[config.mk]
export PLATFORM = sky130hd
export DESIGN_NAME = alu_host_top
export DESIGN_NICKNAME = d
export VERILOG_FILES = /design/src/source/alu_pkg.sv /design/src/source/alu_if.sv /design/src/source/alu_wb_regs.sv /design/src/source/alu_exec.sv /design/src/source/alu_result_stage.sv /design/src/source/alu_host_top.sv
export VERILOG_INCLUDE_DIRS = /design/src /design/src/source
export SDC_FILE = /design/constraint.sdc
export NUM_CORES = 1
export LEC_CHECK = 0
export BUFFER_PORTS_ARGS = -buffer_cell sky130_fd_sc_hd__buf_4
export CORE_MARGIN = 2
export CORE_UTILIZATION = 30
export CTS_CLUSTER_DIAMETER = 80
export DETAILED_ROUTE_END_ITERATION = 10
export SLEW_MARGIN = 30
export SYNTH_ARGS = -nofsm -noshare
export SYNTH_HDL_FRONTEND = slang
export SYNTH_SLANG_ARGS = --single-unit
[constraint.sdc]
create_clock -name clk -period 7.66 [get_ports clk]
set_input_delay 1.532 -clock clk [delete_from_list [all_inputs] [get_ports clk]]
set_output_delay 1.532 -clock clk [all_outputs]
set_load 0.005 [all_outputs]
[src/source/alu_config.svh]
/* Build-time sizes and register map of the Wishbone ALU coprocessor.
   Included by every RTL file and by the testbench. */
`ifndef ALU_CONFIG_SVH
`define ALU_CONFIG_SVH

// Operand and result width, whole bytes only
`define ALU_DATA_WIDTH 16
`define ALU_WB_WIDTH   32

// Word addresses, taken from wb_adr[4:2]
`define ALU_ADR_OPA    3'd0
`define ALU_ADR_OPB    3'd1
`define ALU_ADR_CTRL   3'd2
`define ALU_ADR_STATUS 3'd3
`define ALU_ADR_RESULT 3'd4
`define ALU_ADR_FLAGS  3'd5

`define ALU_CTRL_START_BIT  8  // Self-clearing
`define ALU_CTRL_IRQ_EN_BIT 9

`endif

[src/source/alu_pkg.sv]
/* Operation codes and flag and status layouts shared by the ALU blocks
   and the testbench. */
package alu_pkg;

    // Codes 12 to 15 are not listed and give a zero result
    typedef enum logic [3:0] {
        OP_ADD = 4'd0,
        OP_SUB = 4'd1,
        OP_AND = 4'd2,
        OP_OR  = 4'd3,
        OP_XOR = 4'd4,
        OP_NOT = 4'd5,
        OP_SHL = 4'd6,
        OP_SHR = 4'd7,
        OP_SLT = 4'd8,   // Unsigned compare
        OP_EQ  = 4'd9,
        OP_MUL = 4'd10,  // a times b[7:0]
        OP_DIV = 4'd11   // b divided by a
    } alu_op_e;

    // FLAGS register layout, zero in bit 3
    typedef struct packed {
        logic zero;
        logic carry;     // Borrow for SUB
        logic overflow;  // Signed, ADD and SUB only
        logic negative;
    } alu_flags_t;

    // STATUS register bits [2:0]
    typedef struct packed {
        logic div_zero;  // Sticky
        logic done;      // Sticky, write 1 to clear
        logic busy;
    } alu_status_t;

endpackage

[src/source/alu_if.sv]
/* Internal links of the coprocessor: request from the register block to the
   execution unit, and result from the execution unit to the output stage. */
`include "alu_config.svh"

interface alu_req_if;
    import alu_pkg::*;

    logic [`ALU_DATA_WIDTH-1:0] operand_a;
    logic [`ALU_DATA_WIDTH-1:0] operand_b;
    alu_op_e                    op;
    logic                       start;  // One-cycle pulse
    logic                       busy;

    modport src (
        output operand_a, operand_b, op, start
    );

    modport dst (
        input  operand_a, operand_b, op, start,
        output busy
    );
endinterface

interface alu_res_if;
    logic [`ALU_DATA_WIDTH-1:0] result;
    logic                       carry;
    logic                       overflow;
    logic                       div_zero;
    logic                       done;  // Result fields valid with this pulse

    modport src (
        output result, carry, overflow, div_zero, done
    );

    modport dst (
        input  result, carry, overflow, div_zero, done
    );
endinterface

[src/source/alu_wb_regs.sv]
/* Wishbone classic slave of the ALU: operand and control registers, start and
   status-clear pulses, and the readback multiplexer for all six registers. */
`include "alu_config.svh"

module alu_wb_regs (
    input  logic                        clk,
    input  logic                        rst,
    input  logic                        wb_cyc,
    input  logic                        wb_stb,
    input  logic                        wb_we,
    input  logic [`ALU_WB_WIDTH-1:0]    wb_adr,
    input  logic [`ALU_WB_WIDTH-1:0]    wb_dat_w,
    input  logic [`ALU_WB_WIDTH/8-1:0]  wb_sel,
    input  logic [`ALU_DATA_WIDTH-1:0]  result,
    input  alu_pkg::alu_flags_t         flags,
    input  alu_pkg::alu_status_t        status,
    output logic [`ALU_WB_WIDTH-1:0]    wb_dat_r,
    output logic                        wb_ack,
    output logic                        irq_en,
    output logic                        status_clear,
    alu_req_if.src                      req
);
    import alu_pkg::*;

    logic                       access;
    logic                       wr;
    logic [2:0]                 reg_sel;
    logic [`ALU_DATA_WIDTH-1:0] opa;
    logic [`ALU_DATA_WIDTH-1:0] opb;
    alu_op_e                    op;
    logic [`ALU_WB_WIDTH-1:0]   read_data;

    // Byte-lane merge of a bus write into an operand register
    function automatic logic [`ALU_DATA_WIDTH-1:0] merge_bytes(
        input logic [`ALU_DATA_WIDTH-1:0] old_val,
        input logic [`ALU_WB_WIDTH-1:0]   data,
        input logic [`ALU_WB_WIDTH/8-1:0] sel
    );
        logic [`ALU_DATA_WIDTH-1:0] merged;
        merged = old_val;
        for (int i = 0; i < `ALU_DATA_WIDTH/8; i++) begin
            if (sel[i]) begin
                merged[i*8 +: 8] = data[i*8 +: 8];
            end
        end
        return merged;
    endfunction

    assign access  = wb_cyc && wb_stb && !wb_ack;  // One ack per strobe
    assign wr      = access && wb_we;
    assign reg_sel = wb_adr[4:2];

    assign req.operand_a = opa;
    assign req.operand_b = opb;
    assign req.op        = op;

    always_ff @(posedge clk or posedge rst) begin
        if (rst) begin
            wb_ack <= 1'b0;
        end else begin
            wb_ack <= access;
        end
    end

    always_ff @(posedge clk) begin
        if (wr && reg_sel == `ALU_ADR_OPA) begin
            opa <= merge_bytes(opa, wb_dat_w, wb_sel);
        end
        if (wr && reg_sel == `ALU_ADR_OPB) begin
            opb <= merge_bytes(opb, wb_dat_w, wb_sel);
        end
        if (access && !wb_we) begin
            wb_dat_r <= read_data;  // Held through the ack cycle
        end
    end

    // CTRL byte 0 holds the op code, byte 1 the start and irq enable bits
    always_ff @(posedge clk or posedge rst) begin
        if (rst) begin
            op           <= OP_ADD;
            irq_en       <= 1'b0;
            req.start    <= 1'b0;
            status_clear <= 1'b0;
        end else begin
            req.start    <= 1'b0;
            status_clear <= 1'b0;
            if (wr && reg_sel == `ALU_ADR_CTRL) begin
                if (wb_sel[0]) begin
                    op <= alu_op_e'(wb_dat_w[3:0]);
                end
                if (wb_sel[1]) begin
                    irq_en    <= wb_dat_w[`ALU_CTRL_IRQ_EN_BIT];
                    req.start <= wb_dat_w[`ALU_CTRL_START_BIT];
                end
            end
            if (wr && reg_sel == `ALU_ADR_STATUS && wb_sel[0]) begin
                status_clear <= wb_dat_w[1];  // Write 1 to the done bit
            end
        end
    end

    always_comb begin
        read_data = '0;
        case (reg_sel)
            `ALU_ADR_OPA:    read_data[`ALU_DATA_WIDTH-1:0] = opa;
            `ALU_ADR_OPB:    read_data[`ALU_DATA_WIDTH-1:0] = opb;
            `ALU_ADR_CTRL: begin
                read_data[3:0]                  = op;
                read_data[`ALU_CTRL_IRQ_EN_BIT] = irq_en;  // Start bit reads 0
            end
            `ALU_ADR_STATUS: read_data[$bits(alu_status_t)-1:0] = status;
            `ALU_ADR_RESULT: read_data[`ALU_DATA_WIDTH-1:0] = result;
            `ALU_ADR_FLAGS:  read_data[$bits(alu_flags_t)-1:0] = flags;
            default:         read_data = '0;
        endcase
    end

endmodule

[src/source/alu_exec.sv]
/* Execution unit of the ALU. Single-step operations finish two cycles after
   start, the restoring divider takes one quotient bit per cycle. */
`include "alu_config.svh"

module alu_exec (
    input logic    clk,
    input logic    rst,
    alu_req_if.dst req,
    alu_res_if.src res
);
    import alu_pkg::*;

    localparam int DW = `ALU_DATA_WIDTH;
    localparam int SW = $clog2(DW);
    localparam logic [SW-1:0] LAST_STEP = SW'(DW - 1);

    typedef enum logic [1:0] {
        IDLE,
        EXECUTE,
        DIVIDE,
        RESULT
    } state_e;

    state_e          state;
    logic [SW-1:0]   step_q;
    logic [DW-1:0]   a_q;
    logic [DW-1:0]   b_q;
    alu_op_e         op_q;
    logic [DW-1:0]   quot_q;
    logic [DW-1:0]   rem_q;

    logic [DW:0]     sum;
    logic [DW:0]     diff;
    logic [DW+7:0]   product;
    logic [DW-1:0]   exe_result;
    logic            exe_carry;
    logic            exe_overflow;

    logic [DW:0]     div_shift;
    logic [DW:0]     div_trial;
    logic            div_fits;
    logic [DW-1:0]   rem_next;
    logic [DW-1:0]   quot_next;

    always_comb begin
        sum          = {1'b0, a_q} + {1'b0, b_q};
        diff         = {1'b0, a_q} - {1'b0, b_q};  // Top bit is the borrow
        product      = {8'b0, a_q} * {{DW{1'b0}}, b_q[7:0]};
        exe_result   = '0;
        exe_carry    = 1'b0;
        exe_overflow = 1'b0;
        case (op_q)
            OP_ADD: begin
                exe_result   = sum[DW-1:0];
                exe_carry    = sum[DW];
                exe_overflow = (a_q[DW-1] == b_q[DW-1]) && (sum[DW-1] != a_q[DW-1]);
            end
            OP_SUB: begin
                exe_result   = diff[DW-1:0];
                exe_carry    = diff[DW];
                exe_overflow = (a_q[DW-1] != b_q[DW-1]) && (diff[DW-1] != a_q[DW-1]);
            end
            OP_AND: exe_result = a_q & b_q;
            OP_OR:  exe_result = a_q | b_q;
            OP_XOR: exe_result = a_q ^ b_q;
            OP_NOT: exe_result = ~a_q;
            OP_SHL: begin
                exe_result = {a_q[DW-2:0], 1'b0};
                exe_carry  = a_q[DW-1];  // Bit leaving the top
            end
            OP_SHR: begin
                exe_result = {1'b0, a_q[DW-1:1]};
                exe_carry  = a_q[0];
            end
            OP_SLT: exe_result = {{(DW-1){1'b0}}, a_q < b_q};
            OP_EQ:  exe_result = {{(DW-1){1'b0}}, a_q == b_q};
            OP_MUL: begin
                exe_result = product[DW-1:0];
                exe_carry  = |product[DW+7:DW];  // Product wider than DW
            end
            default: exe_result = '0;  // DIV has its own state
        endcase
    end

    // One restoring step, dividend bits enter from the quotient register
    assign div_shift = {rem_q, quot_q[DW-1]};
    assign div_trial = div_shift - {1'b0, a_q};
    assign div_fits  = !div_trial[DW];
    assign rem_next  = div_fits ? div_trial[DW-1:0] : div_shift[DW-1:0];
    assign quot_next = {quot_q[DW-2:0], div_fits};

    always_ff @(posedge clk or posedge rst) begin
        if (rst) begin
            state    <= IDLE;
            step_q   <= '0;
            req.busy <= 1'b0;
            res.done <= 1'b0;
        end else begin
            res.done <= 1'b0;
            case (state)
                IDLE: begin
                    if (req.start) begin  // Ignored in every other state
                        req.busy <= 1'b1;
                        step_q   <= '0;
                        state    <= (req.op == OP_DIV) ? DIVIDE : EXECUTE;
                    end
                end
                EXECUTE: begin
                    res.done <= 1'b1;
                    state    <= RESULT;
                end
                DIVIDE: begin
                    step_q <= step_q + 1'b1;
                    if (step_q == LAST_STEP) begin
                        res.done <= 1'b1;
                        state    <= RESULT;
                    end
                end
                default: begin
                    req.busy <= 1'b0;  // RESULT, done is high this cycle
                    state    <= IDLE;
                end
            endcase
        end
    end

    always_ff @(posedge clk) begin
        case (state)
            IDLE: begin
                if (req.start) begin
                    a_q    <= req.operand_a;  // Bus may rewrite from here on
                    b_q    <= req.operand_b;
                    op_q   <= req.op;
                    quot_q <= req.operand_b;
                    rem_q  <= '0;
                end
            end
            EXECUTE: begin
                res.result   <= exe_result;
                res.carry    <= exe_carry;
                res.overflow <= exe_overflow;
                res.div_zero <= 1'b0;
            end
            DIVIDE: begin
                quot_q <= quot_next;
                rem_q  <= rem_next;
                if (step_q == LAST_STEP) begin
                    res.result   <= (a_q == '0) ? '0 : quot_next;
                    res.carry    <= 1'b0;
                    res.overflow <= 1'b0;
                    res.div_zero <= (a_q == '0);
                end
            end
            default: ;
        endcase
    end

endmodule

[src/source/alu_result_stage.sv]
/* Output stage of the ALU: holds the last result and its flags, keeps the
   sticky done and divide-by-zero bits, and raises the interrupt. */
`include "alu_config.svh"

module alu_result_stage (
    input  logic                        clk,
    input  logic                        rst,
    input  logic                        irq_en,
    input  logic                        status_clear,
    input  logic                        busy,
    output logic [`ALU_DATA_WIDTH-1:0]  result,
    output alu_pkg::alu_flags_t         flags,
    output alu_pkg::alu_status_t        status,
    output logic                        irq,
    alu_res_if.dst                      res
);
    import alu_pkg::*;

    alu_flags_t flags_next;
    logic       done_q;
    logic       div_zero_q;

    // Zero and negative come from the result, the rest from the execution unit
    always_comb begin
        flags_next.zero     = (res.result == '0);
        flags_next.carry    = res.carry;
        flags_next.overflow = res.overflow;
        flags_next.negative = res.result[`ALU_DATA_WIDTH-1];
    end

    always_ff @(posedge clk or posedge rst) begin
        if (rst) begin
            result     <= '0;
            flags      <= '0;
            done_q     <= 1'b0;
            div_zero_q <= 1'b0;
            irq        <= 1'b0;
        end else begin
            if (res.done) begin
                result <= res.result;
                flags  <= flags_next;
            end

            // A new completion wins over a clear in the same cycle
            if (res.done) begin
                done_q <= 1'b1;
            end else if (status_clear) begin
                done_q <= 1'b0;
            end

            if (res.done && res.div_zero) begin
                div_zero_q <= 1'b1;
            end else if (status_clear) begin
                div_zero_q <= 1'b0;
            end

            irq <= done_q && irq_en;
        end
    end

    assign status = '{div_zero: div_zero_q, done: done_q, busy: busy};

endmodule

[src/source/alu_host_top.sv]
/* Top level of the Wishbone ALU coprocessor. Connects the register block,
   the execution unit and the output stage. */
`include "alu_config.svh"

module alu_host_top (
    input  logic                        clk,
    input  logic                        rst,
    input  logic                        wb_cyc,
    input  logic                        wb_stb,
    input  logic                        wb_we,
    input  logic [`ALU_WB_WIDTH-1:0]    wb_adr,
    input  logic [`ALU_WB_WIDTH-1:0]    wb_dat_w,
    input  logic [`ALU_WB_WIDTH/8-1:0]  wb_sel,
    output logic [`ALU_WB_WIDTH-1:0]    wb_dat_r,
    output logic                        wb_ack,
    output logic                        irq
);
    import alu_pkg::*;

    logic [`ALU_DATA_WIDTH-1:0] result;
    alu_flags_t                 flags;
    alu_status_t                status;
    logic                       irq_en;
    logic                       status_clear;

    alu_req_if req_bus ();
    alu_res_if res_bus ();

    alu_wb_regs u_regs (
        .clk          (clk),
        .rst          (rst),
        .wb_cyc       (wb_cyc),
        .wb_stb       (wb_stb),
        .wb_we        (wb_we),
        .wb_adr       (wb_adr),
        .wb_dat_w     (wb_dat_w),
        .wb_sel       (wb_sel),
        .result       (result),
        .flags        (flags),
        .status       (status),
        .wb_dat_r     (wb_dat_r),
        .wb_ack       (wb_ack),
        .irq_en       (irq_en),
        .status_clear (status_clear),
        .req          (req_bus.src)
    );

    alu_exec u_exec (
        .clk (clk),
        .rst (rst),
        .req (req_bus.dst),
        .res (res_bus.src)
    );

    alu_result_stage u_result (
        .clk          (clk),
        .rst          (rst),
        .irq_en       (irq_en),
        .status_clear (status_clear),
        .busy         (req_bus.busy),  // Shown in STATUS bit 0
        .result       (result),
        .flags        (flags),
        .status       (status),
        .irq          (irq),
        .res          (res_bus.dst)
    );

endmodule

* Word-level counts from Yosys, hierarchy flattened
Cells that the tools add are included.
** Storage, ports and cells
- Bits in registers :: 174
- Bits of input ports :: 73
- Output and inout bits :: 34
- Logic and storage cells :: 143
** Cells by class
- Eq/ne operators :: 26
- Multiplexer cells :: 37
- $add $sub $neg :: 4
- Multiply operators :: 1
- Reductions and logical operators :: 38
- $lt $le $gt $ge :: 1
- Bitwise gates (word level) :: 5
** Operator list (count)
- case mux 16 bit (11 select lines) :: 1
- case mux 16 bit (2 select lines) :: 3
- two-way mux 16 bit :: 5
- zero test 16 bit :: 2
- multiplier 16 x 8 -> 24 bit :: 1
- AND reduction 2 bit :: 11
- == test 4 bit, second input constant :: 5
- case mux 3 bit (6 select lines) :: 1
- case mux 6 bit (3 select lines) :: 1
- adder 16 x 16 -> 17 bit :: 1
- subtractor 16 x 16 -> 17 bit :: 1
- subtractor 17 x 16 -> 17 bit :: 1
- bitwise AND 16 bit :: 1
- == test 16 bit :: 1
- == test 4 x 3 -> 1 bit, second input constant :: 4
- less-than comparator 16 bit :: 1
- inverter 16 bit :: 1
- OR 16 bit :: 1
- XOR 16 bit :: 1
- case mux 5 bit (3 select lines) :: 1
- logical AND 1 bit :: 13
- case mux 1 bit (2 select lines) :: 6
- two-way mux 1 bit :: 10
- case mux 1 bit (5 select lines) :: 2
- other kinds (25) :: 37

* Depth between registers and ports, before layout
- Word-level depth :: 6
- Depth in mapped cells :: 21
- Gate-level depth less buffers :: 20

* Cells and area by module
From an unflattened synthesis, not the netlist that was laid out.
** Second synthesis, totals
- Cell total of the unflattened synthesis :: 1472
- Area total of the unflattened synthesis :: 14471.4 um^2
** By module, submodules not included
- alu_exec :: cells each 1231, times used 1, area an instance 11085.6 um^2
- alu_wb_regs :: cells each 182, times used 1, area an instance 2503.7 um^2
- alu_result_stage :: cells each 59, times used 1, area an instance 882.1 um^2

* Worst setup path before layout
No wires, ideal clock.
- Path type :: register to register
- Start :: register u_exec.b_q[2]
- End :: register u_exec.res.carry, data pin
- Path buffers :: 1
- Library setup time :: 0.259 ns
- Required time :: 7.401 ns
- Data arrival time :: 5.190 ns
- Path slack :: 2.211 ns
- Stages on the path, launching flop included :: 19
- Cells stage by stage :: edfxtp_1 inv_1 clkbuf_1 nor2_1 fa_1 fa_1 fa_1 inv_1 fa_1 inv_1 ha_1 nand2_1 o31ai_1 a2111oi_2 o31ai_1 mux2_1 nor4_1 nand4_1 a211o_1
** On the way
- Cells in the longest elaborated chain, start to end :: 4
- Elaborated cells on any way between the ends :: 6
- Those cells by class :: add/sub (2); mul (1); mux (2); reduce/logical (1)
** RTL lines
- start, declared :: RTL line alu_exec.sv:27 : logic [DW-1:0] b_q;
- start signal, assigned :: RTL line alu_exec.sv:132 : b_q <= req.operand_b;
- multiplier 16 x 8 -> 24 bit :: RTL line alu_exec.sv:48 : product = {8'b0, a_q} * {{DW{1'b0}}, b_q[7:0]};
- OR reduction 8 bit :: RTL line alu_exec.sv:79 : exe_carry = |product[DW+7:DW];
- case mux 1 bit (5 select lines) (*) :: RTL line alu_exec.sv:52 : case (op_q)
- case mux 1 bit (2 select lines) (*) :: RTL line alu_exec.sv:128 : case (state)
- end signal, assigned :: RTL line alu_exec.sv:140 : res.carry <= exe_carry;
- end, declared :: RTL line alu_if.sv:32 : output result, carry, overflow, div_zero, done
Mark *: on every way between the ends. The rest lies on a longest branch, timed or not.
A chain may end at the register's enable or synchronous reset.

* Worst setup path in the final report
- Start :: register u_exec.a_q[7]
- End :: register u_exec.res.carry, data pin
** On the way
- Cells in the longest elaborated chain, start to end :: 4
- Elaborated cells on any way between the ends :: 6
- Those cells by class :: add/sub (2); mul (1); mux (2); reduce/logical (1)
** RTL lines
- start, declared :: RTL line alu_exec.sv:26 : logic [DW-1:0] a_q;
- start signal, assigned :: RTL line alu_exec.sv:131 : a_q <= req.operand_a;
- multiplier 16 x 8 -> 24 bit :: RTL line alu_exec.sv:48
- OR reduction 8 bit :: RTL line alu_exec.sv:79
- case mux 1 bit (5 select lines) (*) :: RTL line alu_exec.sv:52
- case mux 1 bit (2 select lines) (*) :: RTL line alu_exec.sv:128
Marks and branches as above.

==> run_summary.xml <==
<?xml version="1.0" encoding="UTF-8"?>
<metrics>
  <group name="outcome">
    <metric name="run_status" unit="">completed</metric>
  </group>
  <group name="grt">
    <metric name="grt_max_degree" unit="">50</metric>
    <metric name="grt_pass1_vias" unit="">11500</metric>
    <metric name="grtUsageTotal" unit="">0.1660</metric>
    <metric name="grt_antenna_before_repair" unit="">2</metric>
    <metric name="global_route.overflow_total" unit="">0</metric>
    <metric name="grt_first_pass_wirelength" unit="µm">64550</metric>
  </group>
  <group name="layout">
    <metric name="stdcell_area" unit="µm²">15810</metric>
    <metric name="fill_cells" unit="">4714</metric>
    <metric name="syn_to_layout_area_delta" unit="%">10.91</metric>
    <metric name="leading_cell_types_in_the_layout_fill_and_taps_excluded" unit="">nor2_1, inv_1, edfxtp_1, ha_1, a21oi_1</metric>
    <metric name="antenna_cells_inserted" unit="">0</metric>
    <metric name="mostFrequentLayoutCell" unit="">nor2_1</metric>
    <metric name="finalNonFillerCells" unit="">2088</metric>
    <metric name="post_route_cells_drive_above_1_share" unit="">0.1141</metric>
    <metric name="fin_nets" unit="">1741</metric>
  </group>
  <group name="clocking">
    <metric name="h_tree_depth" unit="">4</metric>
    <metric name="cts_resized" unit="">0</metric>
    <metric name="cts_made_buffers" unit="">17</metric>
    <metric name="post-cts-setup-buffers" unit="">0</metric>
    <metric name="clock_latency" unit="ns">0.47</metric>
    <metric name="cts.clk_slew.worst_paths" unit="ns">0.09</metric>
    <metric name="cts.hold.buffers_added" unit="">0</metric>
    <metric name="cts-root-to-sink-buffers" unit="">2</metric>
    <metric name="cts_tree" unit="">done</metric>
    <metric name="sink_count_of_the_clock_tree" unit="">173</metric>
    <metric name="clk_root_buffer_cell" unit="">clkbuf_16</metric>
  </group>
  <group name="worst_setup_path">
    <metric name="timing.critical_path.buf_inv" unit="">4</metric>
    <metric name="critical_path.max_stage_delay" unit="ns">0.60</metric>
    <metric name="worstPathArrival" unit="ns">6.68</metric>
    <metric name="critPathMaxFanout" unit="">9</metric>
    <metric name="timing.setup.critical_path_class" unit="">flip-flop to flip-flop</metric>
    <metric name="critical_path.cell_chain" unit="">clkinv_1 -&gt; nor2_1 -&gt; fa_1 -&gt; fa_1 -&gt; fa_1 -&gt; inv_1 -&gt; fa_1 -&gt; inv_1 -&gt; ha_1 -&gt; a21o_1 -&gt; a21oi_1 -&gt; o31ai_1 -&gt; buf_4 -&gt; a2111oi_2 -&gt; o31ai_1 -&gt; mux2_1 -&gt; nor4_1 -&gt; nand4_1 -&gt; a211o_1</metric>
    <metric name="crit_path_start_kind" unit="">flip-flop</metric>
    <metric name="critical-path-slowest-cell" unit="">edfxtp_1</metric>
    <metric name="worst-endpoint-required" unit="ns">7.88</metric>
    <metric name="crit_path_end_kind" unit="">flip-flop</metric>
    <metric name="timing.critical_path.max_delay_family" unit="">adder cells</metric>
    <metric name="worst_path_most_repeated_cell" unit="">fa_1</metric>
  </group>
  <group name="timing">
    <metric name="clock_skew_after_layout" unit="ns">0.02785</metric>
    <metric name="unrepaired_setup_endpoints_after_global_routing" unit="">false</metric>
    <metric name="final_cycle_utilization_of_the_critical_path" unit="">0.8436</metric>
    <metric name="maxSlewViolCount" unit="">0</metric>
    <metric name="final_setup_vio_count" unit="">0</metric>
    <metric name="period_needed" unit="ns">6.462</metric>
    <metric name="hold_viol_final" unit="">0</metric>
    <metric name="setup_total_negative_slack" unit="ns">0</metric>
    <metric name="worst_slew_margin" unit="">0.3644</metric>
    <metric name="timing_worst_slew_pin_value" unit="ns">0.9499</metric>
    <metric name="fmaxAchievable" unit="GHz">0.1548</metric>
  </group>
  <group name="power">
    <metric name="leakage" unit="nW">6.574</metric>
    <metric name="powerDensity" unit="nW/µm²">194.9</metric>
    <metric name="vdd_ir_drop_max" unit="mV">0.1651</metric>
  </group>
  <group name="detailed_routing">
    <metric name="postRouteWirelength" unit="µm">40490</metric>
    <metric name="antenna_violating_nets_post_route" unit="">0</metric>
    <metric name="detail_route.drc_violations" unit="">0</metric>
    <metric name="via_density_per_instance" unit="">5.399</metric>
    <metric name="dr.first_iter.drc_count" unit="">1040</metric>
    <metric name="via_count" unit="">11270</metric>
    <metric name="wl_per_cell" unit="µm">19.39</metric>
    <metric name="detailedRoute.firstPassIterationCount" unit="">5</metric>
  </group>
  <group name="synthesis">
    <metric name="top_flip_flop_cell_by_instance_count_after_synthesis" unit="">edfxtp_1</metric>
    <metric name="synthesis.area" unit="µm²">14250</metric>
    <metric name="yosys_warnings" unit="">0</metric>
    <metric name="synthTopCellsByArea" unit="">edfxtp_1, fa_1, ha_1, dfrtp_1, nor2_1</metric>
    <metric name="synth_cells" unit="">1455</metric>
    <metric name="yosysSeqAreaShare" unit="">0.3512</metric>
    <metric name="synth_cell_type_count" unit="">85</metric>
    <metric name="async_set_or_reset_register_ratio_after_synthesis" unit="">0.2197</metric>
    <metric name="synth.top_cell.area_share" unit="">0.2844</metric>
    <metric name="number_of_synthesized_flops_with_an_enable_pin" unit="">135</metric>
    <metric name="yosys_register_bits" unit="">173</metric>
    <metric name="post-synth-top-area-cell" unit="">edfxtp_1</metric>
    <metric name="syn_area_per_cell" unit="µm²">9.795</metric>
  </group>
  <group name="placed_design">
    <metric name="place_hpwl" unit="µm">29870</metric>
    <metric name="dp.cells" unit="">2056</metric>
    <metric name="instance_area_at_placement" unit="µm²">15170</metric>
    <metric name="numPortBuffers" unit="">43</metric>
    <metric name="gp_congestion" unit="">0.9517</metric>
  </group>
  <group name="floorplan">
    <metric name="rows" unit="">79</metric>
    <metric name="initial_core_util" unit="">0.3048</metric>
    <metric name="dieArea" unit="µm²">49270</metric>
    <metric name="core" unit="µm²">46750</metric>
    <metric name="die_h" unit="µm">222.0</metric>
    <metric name="dieWidth" unit="µm">222.0</metric>
    <metric name="ioPinCount" unit="">107</metric>
  </group>
  <group name="run">
    <metric name="drv_cap" unit="">0</metric>
  </group>
  <group name="hold_path">
    <metric name="worstHoldPathType" unit="">flip-flop to flip-flop</metric>
  </group>
</metrics>
## synthesized netlist by cell type (32+ instances only)
library cell    n
a21oi_1       101
clkbuf_1       48
dfrtp_1        38
edfxtp_1      135
fa_1           87
ha_1          113
inv_1         158
mux2_2         44
nand2_1        72
nor2_1        188
nor3_1         32
o21ai_0        54
## state kept, by name, summed over array words and instances (netlist names), 2 cells and up
name	cells
u_exec.op_q	4
u_exec.state	2
u_regs.req.operand_b	16
u_exec.quot_q	16
u_exec.a_q	16
u_exec.step_q	4
u_regs.wb_dat_r	16
u_exec.rem_q	16
u_regs.req.operand_a	16
u_regs.req.op	4
u_result.result	16
u_exec.b_q	16
u_exec.res.result	16
u_result.flags	3
## per-stage QoR
step	power (mW)	hold WS [ns]	util	setup WS [ns]
after detailed placement	2.110	0.4377	0.3245	1.327
after CTS	3.097	0.4361	0.3380	1.298
final	3.081	0.4295	0.3381	1.198
after global routing	3.241	0.4578	0.3381	0.9726
after floorplan	1.895	0.4214	-	2.211
after global placement	2.085	0.4343	0.3243	1.351
## path summary, 6_finish.rpt
kind | startpoint | endpoint | slack (ns) | cells after the start
setup / recovery | u_exec.a_q[7] | u_exec.res.carry | 1.20 | 19
hold / removal | u_regs.req.operand_a[5] | u_exec.a_q[5] | 0.43 | 0
hold reg to reg | u_regs.req.operand_a[5] | u_exec.a_q[5] | 0.43 | 0
setup reg to reg | u_exec.a_q[7] | u_exec.res.carry | 1.20 | 19
max in group asynchronous | rst | u_result.result[9] | 6.07 | 3
min in group asynchronous | rst | u_result.flags[2] | 1.21 | 3
## final cells by class
type / count / area (µm²) / area share
Inverter: 162 / 608.1 / 0.03847
Multi-Input combinational cell: 1054 / 8351 / 0.5283
Sequential cell: 173 / 5006 / 0.3167
Clock inverter: 15 / 207.7 / 0.01314
Timing Repair Buffer: 60 / 450.4 / 0.02849
Clock buffer: 17 / 425.4 / 0.02691
Tap cell: 607 / 759.5 / 0.04804
## per-layer routing
| layer | global-route usage | up-vias | routed length (µm) |
|---|---|---|---|
| met4 | 0.04359 | 4 | 574 |
| li1 | - | 5148 | - |
| met1 | 0.2222 | 5648 | 18410 |
| met2 | 0.2766 | 410 | 19290 |
| met5 | 0 | - | 27 |
| met3 | 0.02968 | 64 | 2185 |
## where the power goes
part / total [mW] / switching (mW) / internal [mW]
Clock: 0.985 / 0.432 / 0.553
Sequential: 1.37 / 0.120 / 1.25
Combinational: 0.730 / 0.433 / 0.297
Total: 3.08 / 0.985 / 2.10
## logic make-up after synthesis
| group | count (synthesis) | share of synthesized area |
|---|---|---|
| other | 1 | 0.0002631 |
| adders and majority gates | 200 | 0.2214 |
| AOI/OAI and AO/OA | 344 | 0.1621 |
| buffers and inverters | 243 | 0.06935 |
| DFF | 173 | 0.3512 |
| and+or+nand+nor | 405 | 0.1307 |
| muxes | 63 | 0.04907 |
| xor gates and xnor gates | 26 | 0.01598 |
Note: power is estimated with default switching activity, not from simulation.
